`src/apbPkg.sv`:
```
//////////////////////////////
// APB register offsets, field and status bit positions
// Register-select type for the address decoder
//////////////////////////////
package apbPkg;

	// Word register byte offsets
	localparam logic [31:0] addrTxData  = 32'd0;
	localparam logic [31:0] addrStatus  = 32'd4;
	localparam logic [31:0] addrConfig  = 32'd8;
	localparam logic [31:0] addrIrqMask = 32'd12;

	// Config register: SCL divider in the low bits, enable above it
	localparam int divWidth     = 14;
	localparam int cfgEnableBit = 14;

	// Status bit positions
	localparam int stTxEmpty  = 0;
	localparam int stBusy     = 1;
	localparam int stNack     = 2;
	// FIFO fill level starts here
	localparam int stLevelLsb = 8;

	// Framing flags in a transmit data word, byte in bits 7:0
	localparam int txStartBit = 8;
	localparam int txStopBit  = 9;

	// Decoded target of an APB access
	typedef enum logic [2:0] {regTx, regStatus, regConfig, regMask, regNone} regSel_e;

endpackage

```
`src/i2cPkg.sv`:
```
//////////////////////////////
// Transmit FIFO sizing, FIFO word type
// and bus engine states
//////////////////////////////
package i2cPkg;

	// Transmit FIFO entries
	localparam int fifoDepth  = 4;
	// Fill level width, holds 0 up to fifoDepth
	localparam int levelWidth = 3;

	// One queued byte with its framing
	typedef struct packed {
		logic [7:0] data;
		// Issue a start (or repeated start) before the byte
		logic       start;
		// Issue a stop after the ACK
		logic       stop;
	} i2cByte_t;

	// Bus engine states
	typedef enum logic [2:0] {
		sIdle,
		sStart,
		sBit,
		sAck,
		sStop,
		// Bus owned, SCL low, waiting for the next byte
		sHold
	} i2cState_e;

endpackage

```
`src/i2cByteIf.sv`:
```
//////////////////////////////
// Valid/ready byte channel with fill level
//////////////////////////////
`timescale 1ns/1ns

interface i2cByteIf
	import i2cPkg::*;
();

	// Handshake, transfer on an edge with both high
	logic                  valid;
	logic                  ready;
	// Byte plus start/stop flags, held with valid until taken
	i2cByte_t              item;
	// Fill level reported by the receiving side
	logic [levelWidth-1:0] level;

	// Source of bytes
	modport producer (output valid, output item, input ready, input level);

	// Sink of bytes, also reports its level
	modport consumer (input valid, input item, output ready, output level);

endinterface

```
`src/apbRegs.sv`:
```
//////////////////////////////
// APB slave register block
// Decode, config and mask registers, TX push, status, irq
//////////////////////////////
`timescale 1ns/1ns

module apbRegs
	import apbPkg::*, i2cPkg::*;
(
	input  logic                PCLK,
	input  logic                PRESETn,
	input  logic                PSEL,
	input  logic                PENABLE,
	input  logic                PWRITE,
	input  logic [31:0]         PADDR,
	input  logic [31:0]         PWDATA,
	input  logic                busy,
	input  logic                nackPulse,
	output logic [31:0]         PRDATA,
	output logic                PREADY,
	output logic                PSLVERR,
	output logic [divWidth-1:0] divider,
	output logic                enable,
	output logic                irq,
	i2cByteIf.producer          pushIf
);

	regSel_e               regSel;
	logic                  access;
	logic                  txWrite;
	logic                  wrDone;
	logic                  txEmpty;
	logic [cfgEnableBit:0] cfgReg;
	logic [1:0]            maskReg;
	logic                  nackFlag;
	logic [31:0]           statusWord;

	//////////////////////////////
	// Access decode
	//////////////////////////////

	// Map the offset onto a register, anything else errors
	always_comb
	begin
		case (PADDR)
			addrTxData:  regSel = regTx;
			addrStatus:  regSel = regStatus;
			addrConfig:  regSel = regConfig;
			addrIrqMask: regSel = regMask;
			default:     regSel = regNone;
		endcase
	end

	// Second APB phase
	assign access  = PSEL && PENABLE;
	assign txWrite = access && PWRITE && (regSel == regTx);

	// Only a TX write can wait, until the FIFO has room
	assign PREADY  = access && (!txWrite || pushIf.ready);
	assign PSLVERR = access && (regSel == regNone);
	// Write that completes on this edge
	assign wrDone  = access && PWRITE && PREADY;

	// Push held with the stretched access, taken when PREADY rises
	assign pushIf.valid = txWrite;
	assign pushIf.item  = '{data: PWDATA[7:0], start: PWDATA[txStartBit],
		stop: PWDATA[txStopBit]};

	//////////////////////////////
	// Registers
	//////////////////////////////

	always_ff @(posedge PCLK)
	begin
		if (!PRESETn)
		begin
			cfgReg   <= '0;
			maskReg  <= '0;
			nackFlag <= 1'b0;
		end
		else
		begin
			// Divider and enable, upper bits dropped
			if (wrDone && (regSel == regConfig))
				cfgReg <= PWDATA[cfgEnableBit:0];
			// Two interrupt sources
			if (wrDone && (regSel == regMask))
				maskReg <= PWDATA[1:0];
			// Sticky NACK, a new NACK beats a clear in the same cycle
			if (nackPulse)
				nackFlag <= 1'b1;
			else if (wrDone && (regSel == regStatus) && PWDATA[stNack])
				nackFlag <= 1'b0;
		end
	end

	assign divider = cfgReg[divWidth-1:0];
	assign enable  = cfgReg[cfgEnableBit];

	//////////////////////////////
	// Status, read data, interrupt
	//////////////////////////////

	// Nothing queued and nothing on the wire
	assign txEmpty = (pushIf.level == '0) && !busy;

	always_comb
	begin
		statusWord                           = '0;
		statusWord[stTxEmpty]                = txEmpty;
		statusWord[stBusy]                   = busy;
		statusWord[stNack]                   = nackFlag;
		statusWord[stLevelLsb +: levelWidth] = pushIf.level;
	end

	// TX data is write only and reads as zero
	always_comb
	begin
		case (regSel)
			regStatus: PRDATA = statusWord;
			regConfig: PRDATA = 32'(cfgReg);
			regMask:   PRDATA = 32'(maskReg);
			default:   PRDATA = '0;
		endcase
	end

	// Mask bit 0 for empty, bit 1 for NACK
	assign irq = (maskReg[0] && txEmpty) || (maskReg[1] && nackFlag);

	// Access phase entered only from a setup phase
	apbSetupFirst: assert property (@(posedge PCLK) disable iff (!PRESETn)
		(PSEL && $rose(PENABLE)) |-> $past(PSEL));

	// Master keeps the address during wait states
	apbAddrStable: assert property (@(posedge PCLK) disable iff (!PRESETn)
		(PSEL && PENABLE && !PREADY) |=> $stable(PADDR));

endmodule

```
`src/txFifo.sv`:
```
//////////////////////////////
// Synchronous transmit FIFO with fill level
//////////////////////////////
`timescale 1ns/1ns

module txFifo
	import i2cPkg::*;
#(
	parameter int depth = fifoDepth
)
(
	input  logic       PCLK,
	input  logic       PRESETn,
	i2cByteIf.consumer pushIf,
	i2cByteIf.producer popIf
);

	// Storage, payload only
	i2cByte_t                   mem [depth];
	logic [$clog2(depth)-1:0]   wrPtr;
	logic [$clog2(depth)-1:0]   rdPtr;
	logic [levelWidth-1:0]      count;
	logic                       push;
	logic                       pop;

	// Handshakes on both sides
	assign push = pushIf.valid && pushIf.ready;
	assign pop  = popIf.valid && popIf.ready;

	// Room left, level back to the register block
	assign pushIf.ready = (count < depth);
	assign pushIf.level = count;

	// Head entry offered as soon as anything is stored
	assign popIf.valid = (count != '0);
	assign popIf.item  = mem[rdPtr];

	//////////////////////////////
	// Pointers and count
	//////////////////////////////

	always_ff @(posedge PCLK)
	begin
		if (!PRESETn)
		begin
			wrPtr <= '0;
			rdPtr <= '0;
			count <= '0;
		end
		else
		begin
			// Wrap at depth, also for depths that are not a power of two
			if (push)
				wrPtr <= (wrPtr == depth - 1) ? '0 : wrPtr + 1'b1;
			if (pop)
				rdPtr <= (rdPtr == depth - 1) ? '0 : rdPtr + 1'b1;
			// Push and pop together keep the count
			case ({push, pop})
				2'b10:   count <= count + 1'b1;
				2'b01:   count <= count - 1'b1;
				default: count <= count;
			endcase
		end
	end

	// Write port
	always_ff @(posedge PCLK)
	begin
		if (push)
			mem[wrPtr] <= pushIf.item;
	end

	// A write refused while full stays offered with the same byte
	pushHeldWhenFull: assert property (@(posedge PCLK) disable iff (!PRESETn)
		(pushIf.valid && !pushIf.ready) |=> (pushIf.valid && $stable(pushIf.item)));

	// Pointers meet only when the FIFO is empty or full
	ptrCountAgree: assert property (@(posedge PCLK) disable iff (!PRESETn)
		(wrPtr == rdPtr) == ((count == '0) || (count == depth)));

endmodule

```
`src/i2cMaster.sv`:
```
//////////////////////////////
// I2C master bit engine, write only
// SCL divider, start, data, ACK, stop, NACK report
//////////////////////////////
`timescale 1ns/1ns

module i2cMaster
	import apbPkg::*, i2cPkg::*;
(
	input  logic                PCLK,
	input  logic                PRESETn,
	input  logic [divWidth-1:0] divider,
	input  logic                enable,
	input  logic                sdaIn,
	output logic                scl,
	output logic                sdaOut,
	output logic                sdaOe,
	output logic                busy,
	output logic                nackPulse,
	i2cByteIf.consumer          popIf
);

	i2cState_e           state;
	// Quarter period counter and quarter index
	logic [divWidth-1:0] qCnt;
	logic [1:0]          phase;
	logic [2:0]          bitCnt;
	logic [7:0]          shiftReg;
	logic                stopFlag;
	logic                running;
	logic                tick;
	logic                pop;

	// Quarters 0,1 with SCL low, 2,3 with SCL high
	assign running = (state != sIdle) && (state != sHold);
	assign tick    = running && (qCnt == divider);
	assign busy    = running;

	// Take a byte only when the bus is free or held
	assign popIf.ready = enable && ((state == sIdle) || (state == sHold));
	assign pop         = popIf.valid && popIf.ready;
	// One byte in flight while a transfer runs
	assign popIf.level = levelWidth'(busy);

	//////////////////////////////
	// Sequencer
	//////////////////////////////

	always_ff @(posedge PCLK)
	begin
		if (!PRESETn)
		begin
			state     <= sIdle;
			qCnt      <= '0;
			phase     <= '0;
			bitCnt    <= '0;
			scl       <= 1'b1;
			sdaOut    <= 1'b1;
			sdaOe     <= 1'b0;
			nackPulse <= 1'b0;
		end
		else
		begin
			nackPulse <= 1'b0;
			if (pop)
			begin
				qCnt   <= '0;
				phase  <= '0;
				bitCnt <= '0;
				// Free bus always needs a start, held bus only on request
				if ((state == sIdle) || popIf.item.start)
				begin
					state  <= sStart;
					// Repeated start raises SDA while SCL is still low
					sdaOut <= 1'b1;
					sdaOe  <= 1'b1;
				end
				else
					state <= sBit;
			end
			else if (running)
			begin
				qCnt <= tick ? '0 : qCnt + 1'b1;
				if (tick)
				begin
					phase <= phase + 1'b1;
					case (state)
						sStart:
						begin
							// SCL high, then SDA falls, then SCL low
							if (phase == 2'd0)
								scl <= 1'b1;
							if (phase == 2'd1)
								sdaOut <= 1'b0;
							if (phase == 2'd3)
							begin
								scl   <= 1'b0;
								state <= sBit;
							end
						end
						sBit:
						begin
							// MSB first, SDA set in the middle of SCL low
							if (phase == 2'd0)
							begin
								sdaOut <= shiftReg[7];
								sdaOe  <= 1'b1;
							end
							if (phase == 2'd1)
								scl <= 1'b1;
							if (phase == 2'd3)
							begin
								scl <= 1'b0;
								if (bitCnt == 3'd7)
									state <= sAck;
								else
									bitCnt <= bitCnt + 1'b1;
							end
						end
						sAck:
						begin
							// Release SDA for the slave
							if (phase == 2'd0)
							begin
								sdaOut <= 1'b1;
								sdaOe  <= 1'b0;
							end
							if (phase == 2'd1)
								scl <= 1'b1;
							// Sample at the middle of SCL high
							if (phase == 2'd2)
								nackPulse <= sdaIn;
							if (phase == 2'd3)
							begin
								scl   <= 1'b0;
								state <= stopFlag ? sStop : sHold;
							end
						end
						sStop:
						begin
							// SDA low, SCL high, then SDA rises
							if (phase == 2'd0)
							begin
								sdaOut <= 1'b0;
								sdaOe  <= 1'b1;
							end
							if (phase == 2'd1)
								scl <= 1'b1;
							if (phase == 2'd2)
								sdaOut <= 1'b1;
							if (phase == 2'd3)
							begin
								sdaOe <= 1'b0;
								state <= sIdle;
							end
						end
						default:
							state <= state;
					endcase
				end
			end
		end
	end

	// Shift register and stop flag of the current byte
	always_ff @(posedge PCLK)
	begin
		if (pop)
		begin
			shiftReg <= popIf.item.data;
			stopFlag <= popIf.item.stop;
		end
		else if (tick && (state == sBit) && (phase == 2'd3))
			shiftReg <= {shiftReg[6:0], 1'b0};
	end

	// Data only moves with SCL low, start and stop excepted
	sdaStableHigh: assert property (@(posedge PCLK) disable iff (!PRESETn)
		(scl && $past(scl) && (state != sStart) && (state != sStop)) |-> $stable(sdaOut));

endmodule

```
`src/apbI2cTop.sv`:
```
//////////////////////////////
// APB to I2C write master top level
//////////////////////////////
`timescale 1ns/1ns

module apbI2cTop
	import apbPkg::*;
(
	input  logic        PCLK,
	input  logic        PRESETn,
	// APB slave port
	input  logic        PSEL,
	input  logic        PENABLE,
	input  logic        PWRITE,
	input  logic [31:0] PADDR,
	input  logic [31:0] PWDATA,
	output logic [31:0] PRDATA,
	output logic        PREADY,
	output logic        PSLVERR,
	output logic        irq,
	// I2C pins, SCL push-pull, SDA split for an external pad
	output logic        scl,
	output logic        sdaOut,
	output logic        sdaOe,
	input  logic        sdaIn
);

	// Config to the engine, status back
	logic [divWidth-1:0] divider;
	logic                enable;
	logic                busy;
	logic                nackPulse;

	// Register block to FIFO, FIFO to engine
	i2cByteIf pushIf ();
	i2cByteIf popIf ();

	apbRegs apbRegs_inst (
		.PCLK      (PCLK),
		.PRESETn   (PRESETn),
		.PSEL      (PSEL),
		.PENABLE   (PENABLE),
		.PWRITE    (PWRITE),
		.PADDR     (PADDR),
		.PWDATA    (PWDATA),
		.busy      (busy),
		.nackPulse (nackPulse),
		.PRDATA    (PRDATA),
		.PREADY    (PREADY),
		.PSLVERR   (PSLVERR),
		.divider   (divider),
		.enable    (enable),
		.irq       (irq),
		.pushIf    (pushIf.producer)
	);

	txFifo txFifo_inst (
		.PCLK    (PCLK),
		.PRESETn (PRESETn),
		.pushIf  (pushIf.consumer),
		.popIf   (popIf.producer)
	);

	i2cMaster i2cMaster_inst (
		.PCLK      (PCLK),
		.PRESETn   (PRESETn),
		.divider   (divider),
		.enable    (enable),
		.sdaIn     (sdaIn),
		.scl       (scl),
		.sdaOut    (sdaOut),
		.sdaOe     (sdaOe),
		.busy      (busy),
		.nackPulse (nackPulse),
		.popIf     (popIf.consumer)
	);

endmodule

```
`config.mk`:
```
export PLATFORM = sky130hd
export DESIGN_NAME = apbI2cTop
export DESIGN_NICKNAME = d
export VERILOG_FILES = /design/src/apbPkg.sv /design/src/i2cPkg.sv /design/src/i2cByteIf.sv /design/src/apbRegs.sv /design/src/txFifo.sv /design/src/i2cMaster.sv /design/src/apbI2cTop.sv
export SDC_FILE = /design/constraint.sdc
export NUM_CORES = 1
export LEC_CHECK = 0
export BUFFER_PORTS_ARGS = -buffer_cell sky130_fd_sc_hd__buf_2
export CAP_MARGIN = 20
export CORE_MARGIN = 3
export CORE_UTILIZATION = 44
export DETAILED_ROUTE_END_ITERATION = 16
export PLACE_DENSITY_LB_ADDON = 0.3
export REMOVE_ABC_BUFFERS = 1
export SETUP_SLACK_MARGIN = 0.1
export SLEW_MARGIN = 20
export SYNTH_ARGS = -nofsm -noshare
export SYNTH_HDL_FRONTEND = slang
export SYNTH_SLANG_ARGS = --single-unit
```
`constraint.sdc`:
```
create_clock -name PCLK -period 3.16 [get_ports PCLK]
set_clock_uncertainty 0.15 [all_clocks]
set_input_delay 0.632 -clock PCLK [delete_from_list [all_inputs] [get_ports PCLK]]
set_output_delay 0.632 -clock PCLK [all_outputs]
set_load 0.05 [all_outputs]
```
== After elaboration in Yosys (flattened, before gate mapping) ==
Memories as Yosys holds them, arrays and structs flattened. A register that Yosys moved wholly into a read port is not among the register bits.
Cells that the tools add are included.
Operators by class
  reduce and logical (&&, ||, !) cells: 50
  bitwise logic cells: 7
  eq/ne operators: 33
  order comparisons: 1
  multiplexer cells: 45
  add/sub/neg operators: 7
Operators with widths (count)
  32-bit by 4-bit equality test with 1-bit output, second input constant: 2
  15-bit case mux with 3 select lines: 1
  32-bit by 3-bit equality test with 1-bit output, second input constant: 1
  32-bit zero test: 1
  3-bit two-way mux: 8
  3-bit case mux with 4 select lines: 2
  1-bit two-way mux: 22
  3-bit by 2-bit != test with 1-bit output, second input constant: 7
  1-bit logical AND: 20
  8-bit two-way mux: 2
  8-bit AND reduction: 2
  5-bit AND reduction: 3
  14-bit by 1-bit adder with 14-bit output, second input constant: 1
  14-bit equality test: 1
  14-bit two-way mux: 1
  3-bit by 2-bit equality test with 1-bit output, second input constant: 4
  3-bit equality test, second input constant: 4
  2-bit equality test, second input constant: 5
  2-bit two-way mux: 5
  2-bit nonzero test: 5
  3-bit zero test: 3
  3-bit nonzero test: 3
  1-bit NOT: 7
  2-bit by 1-bit adder with 2-bit output, second input constant: 3
  other kinds (20): 30
Word-level totals
  input port bits: 70
  RAM bits: 40
  output and inout bits: 38
  logic and storage cells: 160
  flip-flop bits (word level): 60
  memories kept: 1
Memory list
  txFifo_inst.mem: depth 4, width 10, read ports 1, clocked after memory_dff 1, wr ports 1, line txFifo.sv:19  | i2cByte_t mem [depth];

== Depth between registers and ports, before layout ==
Gate-level depths: netlist of the first run.
  depth after elaboration: 12
  depth in mapped cells: 11
  mapped depth without buffers: 10

== By module ==
A second synthesis of the first run with hierarchy kept.
Second synthesis, totals
  cells, all modules: 500
  area total of the unflattened synthesis: 5411.4 um^2
Modules (own cells, without submodules)
  i2cMaster: instances 1, sequential area each 790.8 um^2, area each 2053.2 um^2, cells an instance 228
  txFifo: instances 1, sequential area each 1381.3 um^2, area each 1926.8 um^2, cells an instance 105
  apbRegs: instances 1, sequential area each 360.3 um^2, area each 1431.4 um^2, cells an instance 167

== Worst setup path after synthesis of the first run ==
OpenSTA, ideal clock, no wires.
  kind: input to output
  from: in PADDR[26]
  to: out PRDATA[0]
  buffers on the path: 1
  data required time: 2.378 ns
  stages: 5
  path slack: 0.026 ns
  arrival time: 2.352 ns
  path through: nor4_1 > nand4_2 > or2_2 > clkbuf_1 > nor2_1
Between the ends
  cells in the longest elaborated chain, start to end: 4
Ends and longest elaborated chain
  start, declared: line apbI2cTop.sv:15  | input logic [31:0] PADDR,
  32-bit by 4-bit equality test with 1-bit output (tied with other cells): line apbRegs.sv:45  | case (PADDR)
  3-bit case mux with 4 select lines (*): line apbRegs.sv:45
  3-bit by 2-bit equality test with 1-bit output or 3-bit by 1-bit equality test with 1-bit output (tied branches): line apbRegs.sv:119  | case (regSel)
  15-bit case mux with 3 select lines (*): line apbRegs.sv:119
  end, declared: line apbI2cTop.sv:17  | output logic [31:0] PRDATA,
Mark *: on every way between the ends. The rest lies on a longest branch, timed or not.

== Worst setup path after layout of the first run ==
  from: in PADDR[7]
  to: out PRDATA[2]
The elaborated chain is that of the path after synthesis.

==> reports/results.txt, run 1 <==
share of cells above drive strength 1 - 22.98%
Startpoint Class - primary input
Die H - 114.4 um
Post-Route WL - 11390 um
clock slew seen by the registers of the worst setup and hold paths - 0.07 ns
setup violators final - 0
gr ovfl total - 0
worst hold path type - reg -> reg
CP top delay family - simple AND/OR/NAND/NOR gates
Die W - 114.4 um
TritonCTS buffer count - 9
worst setup margin - 0.2435 ns
max_slew headroom - 54.67%
TritonCTS clock tree - built
vias in the first global route - 3817
Fmax - 342.9 MHz
unrepaired setup endpoints after global routing - false
slew at the pin with the worst max-slew slack - 0.6790 ns
Max IR drop VDD - 249.4 uV
dpl hpwl - 8496 um
pin count of the biggest net entering global routing - 31
post-synthesis instance area - 0.005174 sq mm
Max Cap Viol - 0
Leakage - 0.002176 uW
fraction of synthesized cell area taken by the top area cell type - 28.44%
sequential share of the synthesized area - 48.95%
Final Slew Violations - 0
outcome - finished, final reports clean
Yosys warnings - 0
clk sinks - 102
internal reg-to-reg setup slack - 0.55 ns
CP Capture Type - output port
post-synthesis register bit count - 102
Initial Util - 46.30%
asr flop ratio synth - 0%
Period minus WS final - 2.916 ns
critical path class - in -> out
Tcrit/Tclk final - 92.29%
commonest cells in the netlist - 53 x dfxtp_1, 49 x edfxtp_1, 49 x nand2_1
htree depth - 3
core area - 0.01117 sq mm
IO Pins - 108
Wirelength per Cell - 16.04 um
Max Root-Sink Buffers - 2
Post-synth EDFFs - 49
WP data arrival - 2.13 ns
slowest cell delay on critical path - 0.40 ns
num rows - 38
DRT iter0 DRCs - 185
vias per cell - 5.397
setup TNS - 0 ns
Global Route Usage Sum - 18.46%
remaining antenna violation count - 0
Via Count - 3832
Crit path top cell by count - nor2_1
first-pass GRT wire length - 19000 um
first-pass detailed-route iteration total - 4
Worst path slowest cell - or2_2
RD Place Congestion - 0.8663
largest area contributor in the netlist - edfxtp_1
# port buffers - 73
Avg Inst Size Synth - 10.73 sq um
top cells by area, synth - edfxtp_1 28%, dfxtp_1 21%, mux4_2 4.4%
Area Overhead vs Synth - 16.57%
dominant cell by count in the synthesized netlist - dfxtp_1
antenna fix cells - 0
dpl ws - 0.03707 ns
hold_buf cts - 0
Hold Fails Final Rpt - 0
Root Buffer - clkbuf_16
clock latency at the later pin of the worst-skew pair - 0.34 ns
ys flop type - dfxtp_1
CP max FO - 7
# fillers - 957
Netlist cell types - 58
Buf/Inv on CP - 2
WP data required - 2.38 ns
DRC errors left - 0
die footprint - 0.01310 sq mm
number of antenna violations at the first check in global routing - 0
CP cell instances - buf_2, nor2_1, nand4_4, or2_2, nor2_1, clkbuf_4
nets - 649
Mapped Cells - 482
PwrDens - 443.9 mW/mm^2
kinds of logic after synthesis:
family	share of synthesized area, %
AO/OA/AOI/OAI	8.562
XOR/XNOR	5.054
adder cells (fa/ha/maj)	3.531
buffers and inverters	5.441
flip-flops	48.95
multiplexers	8.609
other	0.07248
AND/OR/NAND/NOR	19.78
state kept, by name, summed over array words and instances (netlist names), named ones only:
name	flops
i2cMaster_inst.phase	2
i2cMaster_inst.shiftReg	8
i2cMaster_inst.state	3
txFifo_inst.pushIf.level	3
i2cMaster_inst.sdaOe	1
txFifo_inst.wrPtr	2
i2cMaster_inst.nackPulse	1
apbRegs_inst.maskReg	2
apbRegs_inst.nackFlag	1
apbRegs_inst.cfgReg	15
txFifo_inst.mem	40
i2cMaster_inst.scl	1
i2cMaster_inst.qCnt	14
i2cMaster_inst.sdaOut	1
txFifo_inst.rdPtr	2
i2cMaster_inst.stopFlag	1
i2cMaster_inst.bitCnt	3
layer usage:
layer  vias up  global-route usage (%)  routed length (um)
met4         0                   6.651                 185
met1      1806                   23.78                5028
li1       1870                       -                   -
met5         -                       0                   0
met3        12                   3.805                 648
met2       144                   30.77                5522
per-stage QoR:
step / instances / instance area [sq um] / util, % / hold slack (ns) / total power [uW]
6_report: 710 / 6031 / 53.98 / 0.3469 / 2677
5_1_grt: 710 / 6031 / 53.98 / 0.3648 / 2768
4_1_cts: 707 / 6006 / 53.75 / 0.3497 / 2701
3_5_place_dp: 691 / 5684 / 50.87 / 0.3281 / 1539
3_3_place_gp: 691 / 5684 / 50.87 / 0.3110 / 1536
2_1_floorplan: 460 / 5009 / - / 0.2677 / 1478
repair_timing:
action | in CTS | in global routing
gates resized for setup | 0 | 1
buffers inserted | 0 | 3
setup endpoints to repair | 0 | 6
endpoints found under the hold margin | 0 | 0
power breakdown:
part | total, uW | internal [uW] | switching (uW)
logic | 130 | 35.6 | 94.2
clock network | 1170 | 672 | 496
registers | 1380 | 1380 | 0.0000000165
total | 2680 | 2090 | 590
layout by cell type, fill, tap and decap left out, types with 3 or more instances in the layout:
| cell type | n |
|---|---|
| dfxtp_1 | 53 |
| o21ai_0 | 17 |
| nor4_4 | 3 |
| nor3_1 | 6 |
| ha_1 | 13 |
| conb_1 | 17 |
| xor2_1 | 4 |
| a21boi_0 | 3 |
| and3_1 | 9 |
| a21oi_1 | 12 |
| buf_2 | 72 |
| xnor2_1 | 24 |
| mux2i_1 | 22 |
| nand2b_1 | 4 |
| clkbuf_16 | 10 |
| a22oi_1 | 7 |
| nand3_1 | 10 |
| nand2_1 | 49 |
| buf_4 | 21 |
| o31ai_1 | 3 |
| nor4_1 | 8 |
| nor2b_1 | 27 |
| inv_1 | 14 |
| mux4_2 | 10 |
| edfxtp_1 | 49 |
| nor2_1 | 35 |
| nand4_1 | 11 |
| o211ai_1 | 4 |
| and2_1 | 6 |
| or3_1 | 7 |
final timing paths:
kind                                from                     endpoint  cells past startpoint
min             i2cMaster_inst.bitCnt[1]     i2cMaster_inst.bitCnt[1]                      2
max                             PADDR[7]                    PRDATA[2]                      6
max reg2reg  txFifo_inst.pushIf.level[2]  txFifo_inst.pushIf.level[2]                      9
min reg2reg     i2cMaster_inst.bitCnt[1]     i2cMaster_inst.bitCnt[1]                      2
layout make-up:
| class | instances | area, sq um | area share (%) |
|---|---|---|---|
| Tap cell | 140 | 175.2 | 2.905 |
| Clock inverter | 6 | 71.32 | 1.183 |
| Sequential cell | 102 | 2532 | 41.99 |
| Multi-Input combinational cell | 343 | 2420 | 40.12 |
| Inverter | 15 | 56.30 | 0.9336 |
| Timing Repair Buffer | 94 | 525.5 | 8.714 |
| Clock buffer | 10 | 250.2 | 4.149 |
worst register-to-register path, cell delays in order, from the launching register on:
cell	delay (ns)
dfxtp_1	0.48
o31ai_1	0.21
or3_1	0.36
clkinv_1	0.08
ha_1	0.18
inv_1	0.06
fa_1	0.37
xor2_1	0.16
or3_1	0.31
a21boi_0	0.17
(Power assumes the default switching activity.)
==> run 2: changes to the inputs <==
GPL_TIMING_DRIVEN = 0   (was unset)
TNS_END_PERCENT = 20   (was unset)
==> reports/results.txt, run 2 (synthesized netlist as in run 1, its figures left out) <==
Final Slew Violations - 0
Leakage - 0.002084 uW
Worst path slowest cell - or2_2
internal reg-to-reg setup slack - 0.21 ns
M1 GR Usage - 24.68%
GR peak layer - met2
Die H - 114.4 um
outcome - finished, final reports clean
Wirelength per Cell - 16.45 um
# port buffers - 73
Post-Place Cells - 674
hold path depth - 2
Hold Fails Final Rpt - 0
Hold WS - 0.3300 ns
Reg-to-Reg End - i2cMaster_inst.shiftReg[3]
Via Count - 3786
Period minus WS final - 2.998 ns
CP top delay family - simple AND/OR/NAND/NOR gates
nets - 632
antenna fix cells - 0
first-pass detailed-route iteration total - 5
WP data arrival - 2.22 ns
GR Util met3 - 3.647%
CP max FO - 7
max_slew headroom - 39.35%
RD Place Congestion - 0.8701
post-route insts no fill - 693
Min-Delay Endpoint - i2cMaster_inst.bitCnt[1]
share of cells above drive strength 1 - 22.06%
Startpoint Class - primary input
die footprint - 0.01310 sq mm
clock slew seen by the registers of the worst setup and hold paths - 0.07 ns
setup TNS - 0 ns
critical path class - in -> out
number of antenna violations at the first check in global routing - 0
Initial Util - 46.30%
hold_sp - i2cMaster_inst.bitCnt[1]
DRT iter0 DRCs - 204
GRT met2 Usage - 31.12%
Buf/Inv on CP - 2
IO Pins - 108
Max Cap Viol - 0
Max IR drop VDD - 334.4 uV
remaining antenna violation count - 0
Max Root-Sink Buffers - 2
Fmax - 333.5 MHz
CP Capture Type - output port
vias in the first global route - 3866
Post-Route WL - 11400 um
clock latency at the later pin of the worst-skew pair - 0.34 ns
most common cell after layout, fill and taps aside - buf_2
Area Overhead vs Synth - 15.14%
htree depth - 3
clk sinks - 102
unrepaired setup endpoints after global routing - true
most frequent cells in the layout - 66 x buf_2, 51 x dfxtp_1, 49 x nand2_1, 49 x edfxtp_1, 34 x nor2_1
Die W - 114.4 um
DRC errors left - 0
slew at the pin with the worst max-slew slack - 0.9044 ns
PwrDens - 437.9 mW/mm^2
largest registers - txFifo_inst.mem: 40 flops, apbRegs_inst.cfgReg: 15 flops, i2cMaster_inst.qCnt: 14 flops
worst hold path type - reg -> reg
TritonCTS clock tree - built
core area - 0.01117 sq mm
dpl hpwl - 8090 um
most flop-heavy register - txFifo_inst.mem
Root Buffer - clkbuf_16
setup violators final - 0
Tcrit/Tclk final - 94.88%
vias per cell - 5.463
WP data required - 2.38 ns
num rows - 38
Global Route Usage Sum - 18.68%
worst setup margin - 0.1619 ns
Reg-to-Reg Start - i2cMaster_inst.state[1]
TritonCTS buffer count - 9
R2R cell count - 3
pin count of the biggest net entering global routing - 37
slowest cell delay on critical path - 0.40 ns
dpl ws - -0.4217 ns
max reg flops - 40
gr ovfl total - 0
first-pass GRT wire length - 19220 um
CP cell instances - buf_2, nor4_2, nand4_4, or2_2, nor2_1, clkbuf_4
run 2: cell count changes in the layout (fill, tap and decap cells not counted), sizes merged:
cell,delta
clkinvlp,+1
bufinv,-1
inv,-1
clkinv,-1
buf,-23
clkbuf,+8
run 2: per-stage QoR:
step | util, % | power [uW] | cell area, sq um
floorplan | - | 1478 | 5009
global placement | 49.66 | 1534 | 5549
detailed placement | 49.84 | 1536 | 5569
CTS | 52.65 | 2632 | 5883
global route | 53.31 | 2697 | 5957
finish | 53.31 | 2609 | 5957
run 2: power breakdown:
group          internal (uW)  switching [uW]
logic                   34.5            95.6
clock network            613             488
registers               1380    0.0000000160
total                   2020             584
run 2: cell type report:
cell class              count  area [sq um]
fillers                   969          5216
flip-flops and latches    102          2540
repair buffers             77         420.4
clock buffers              12         267.8
inverters                  15         57.56
clock inverters             4         35.03
multi-input cells         343          2461
well taps                 140         175.2
run 2: per-layer routing:
layer / routed length (um) / part of all wire [%]
met1: 5100 / 45
met2: 5478 / 48
met3: 690 / 6.1
met4: 129 / 1.1
met5: 0 / 0
run 2: worst register-to-register path: stages (launching register included):
cell,delay [ns]
dfxtp_1,0.76
o211ai_1,0.27
or4_4,0.64
o31ai_2,0.77
run 2: worst max path at each step:
stage	cells after the start	start	endpoint	slack, ns
2_1_floorplan	4	PADDR[26]	PRDATA[0]	0.12
3_3_place_gp	9	i2cMaster_inst.state[0]	txFifo_inst.pushIf.level[2]	-0.38
3_5_place_dp	9	i2cMaster_inst.state[0]	txFifo_inst.pushIf.level[2]	-0.42
4_1_cts	6	PADDR[26]	PRDATA[2]	0.04
5_1_grt	6	PADDR[4]	PRDATA[2]	0.09
6_report	6	PADDR[12]	PRDATA[2]	0.16
run 2: repair_timing:
action,in CTS,in global routing
pin swaps,0,2
hold endpoints to repair,0,0
setup endpoints to repair,24,35
hold buffers,0,0
gates cloned,0,0
gates resized for setup,5,13
buffers inserted,0,3
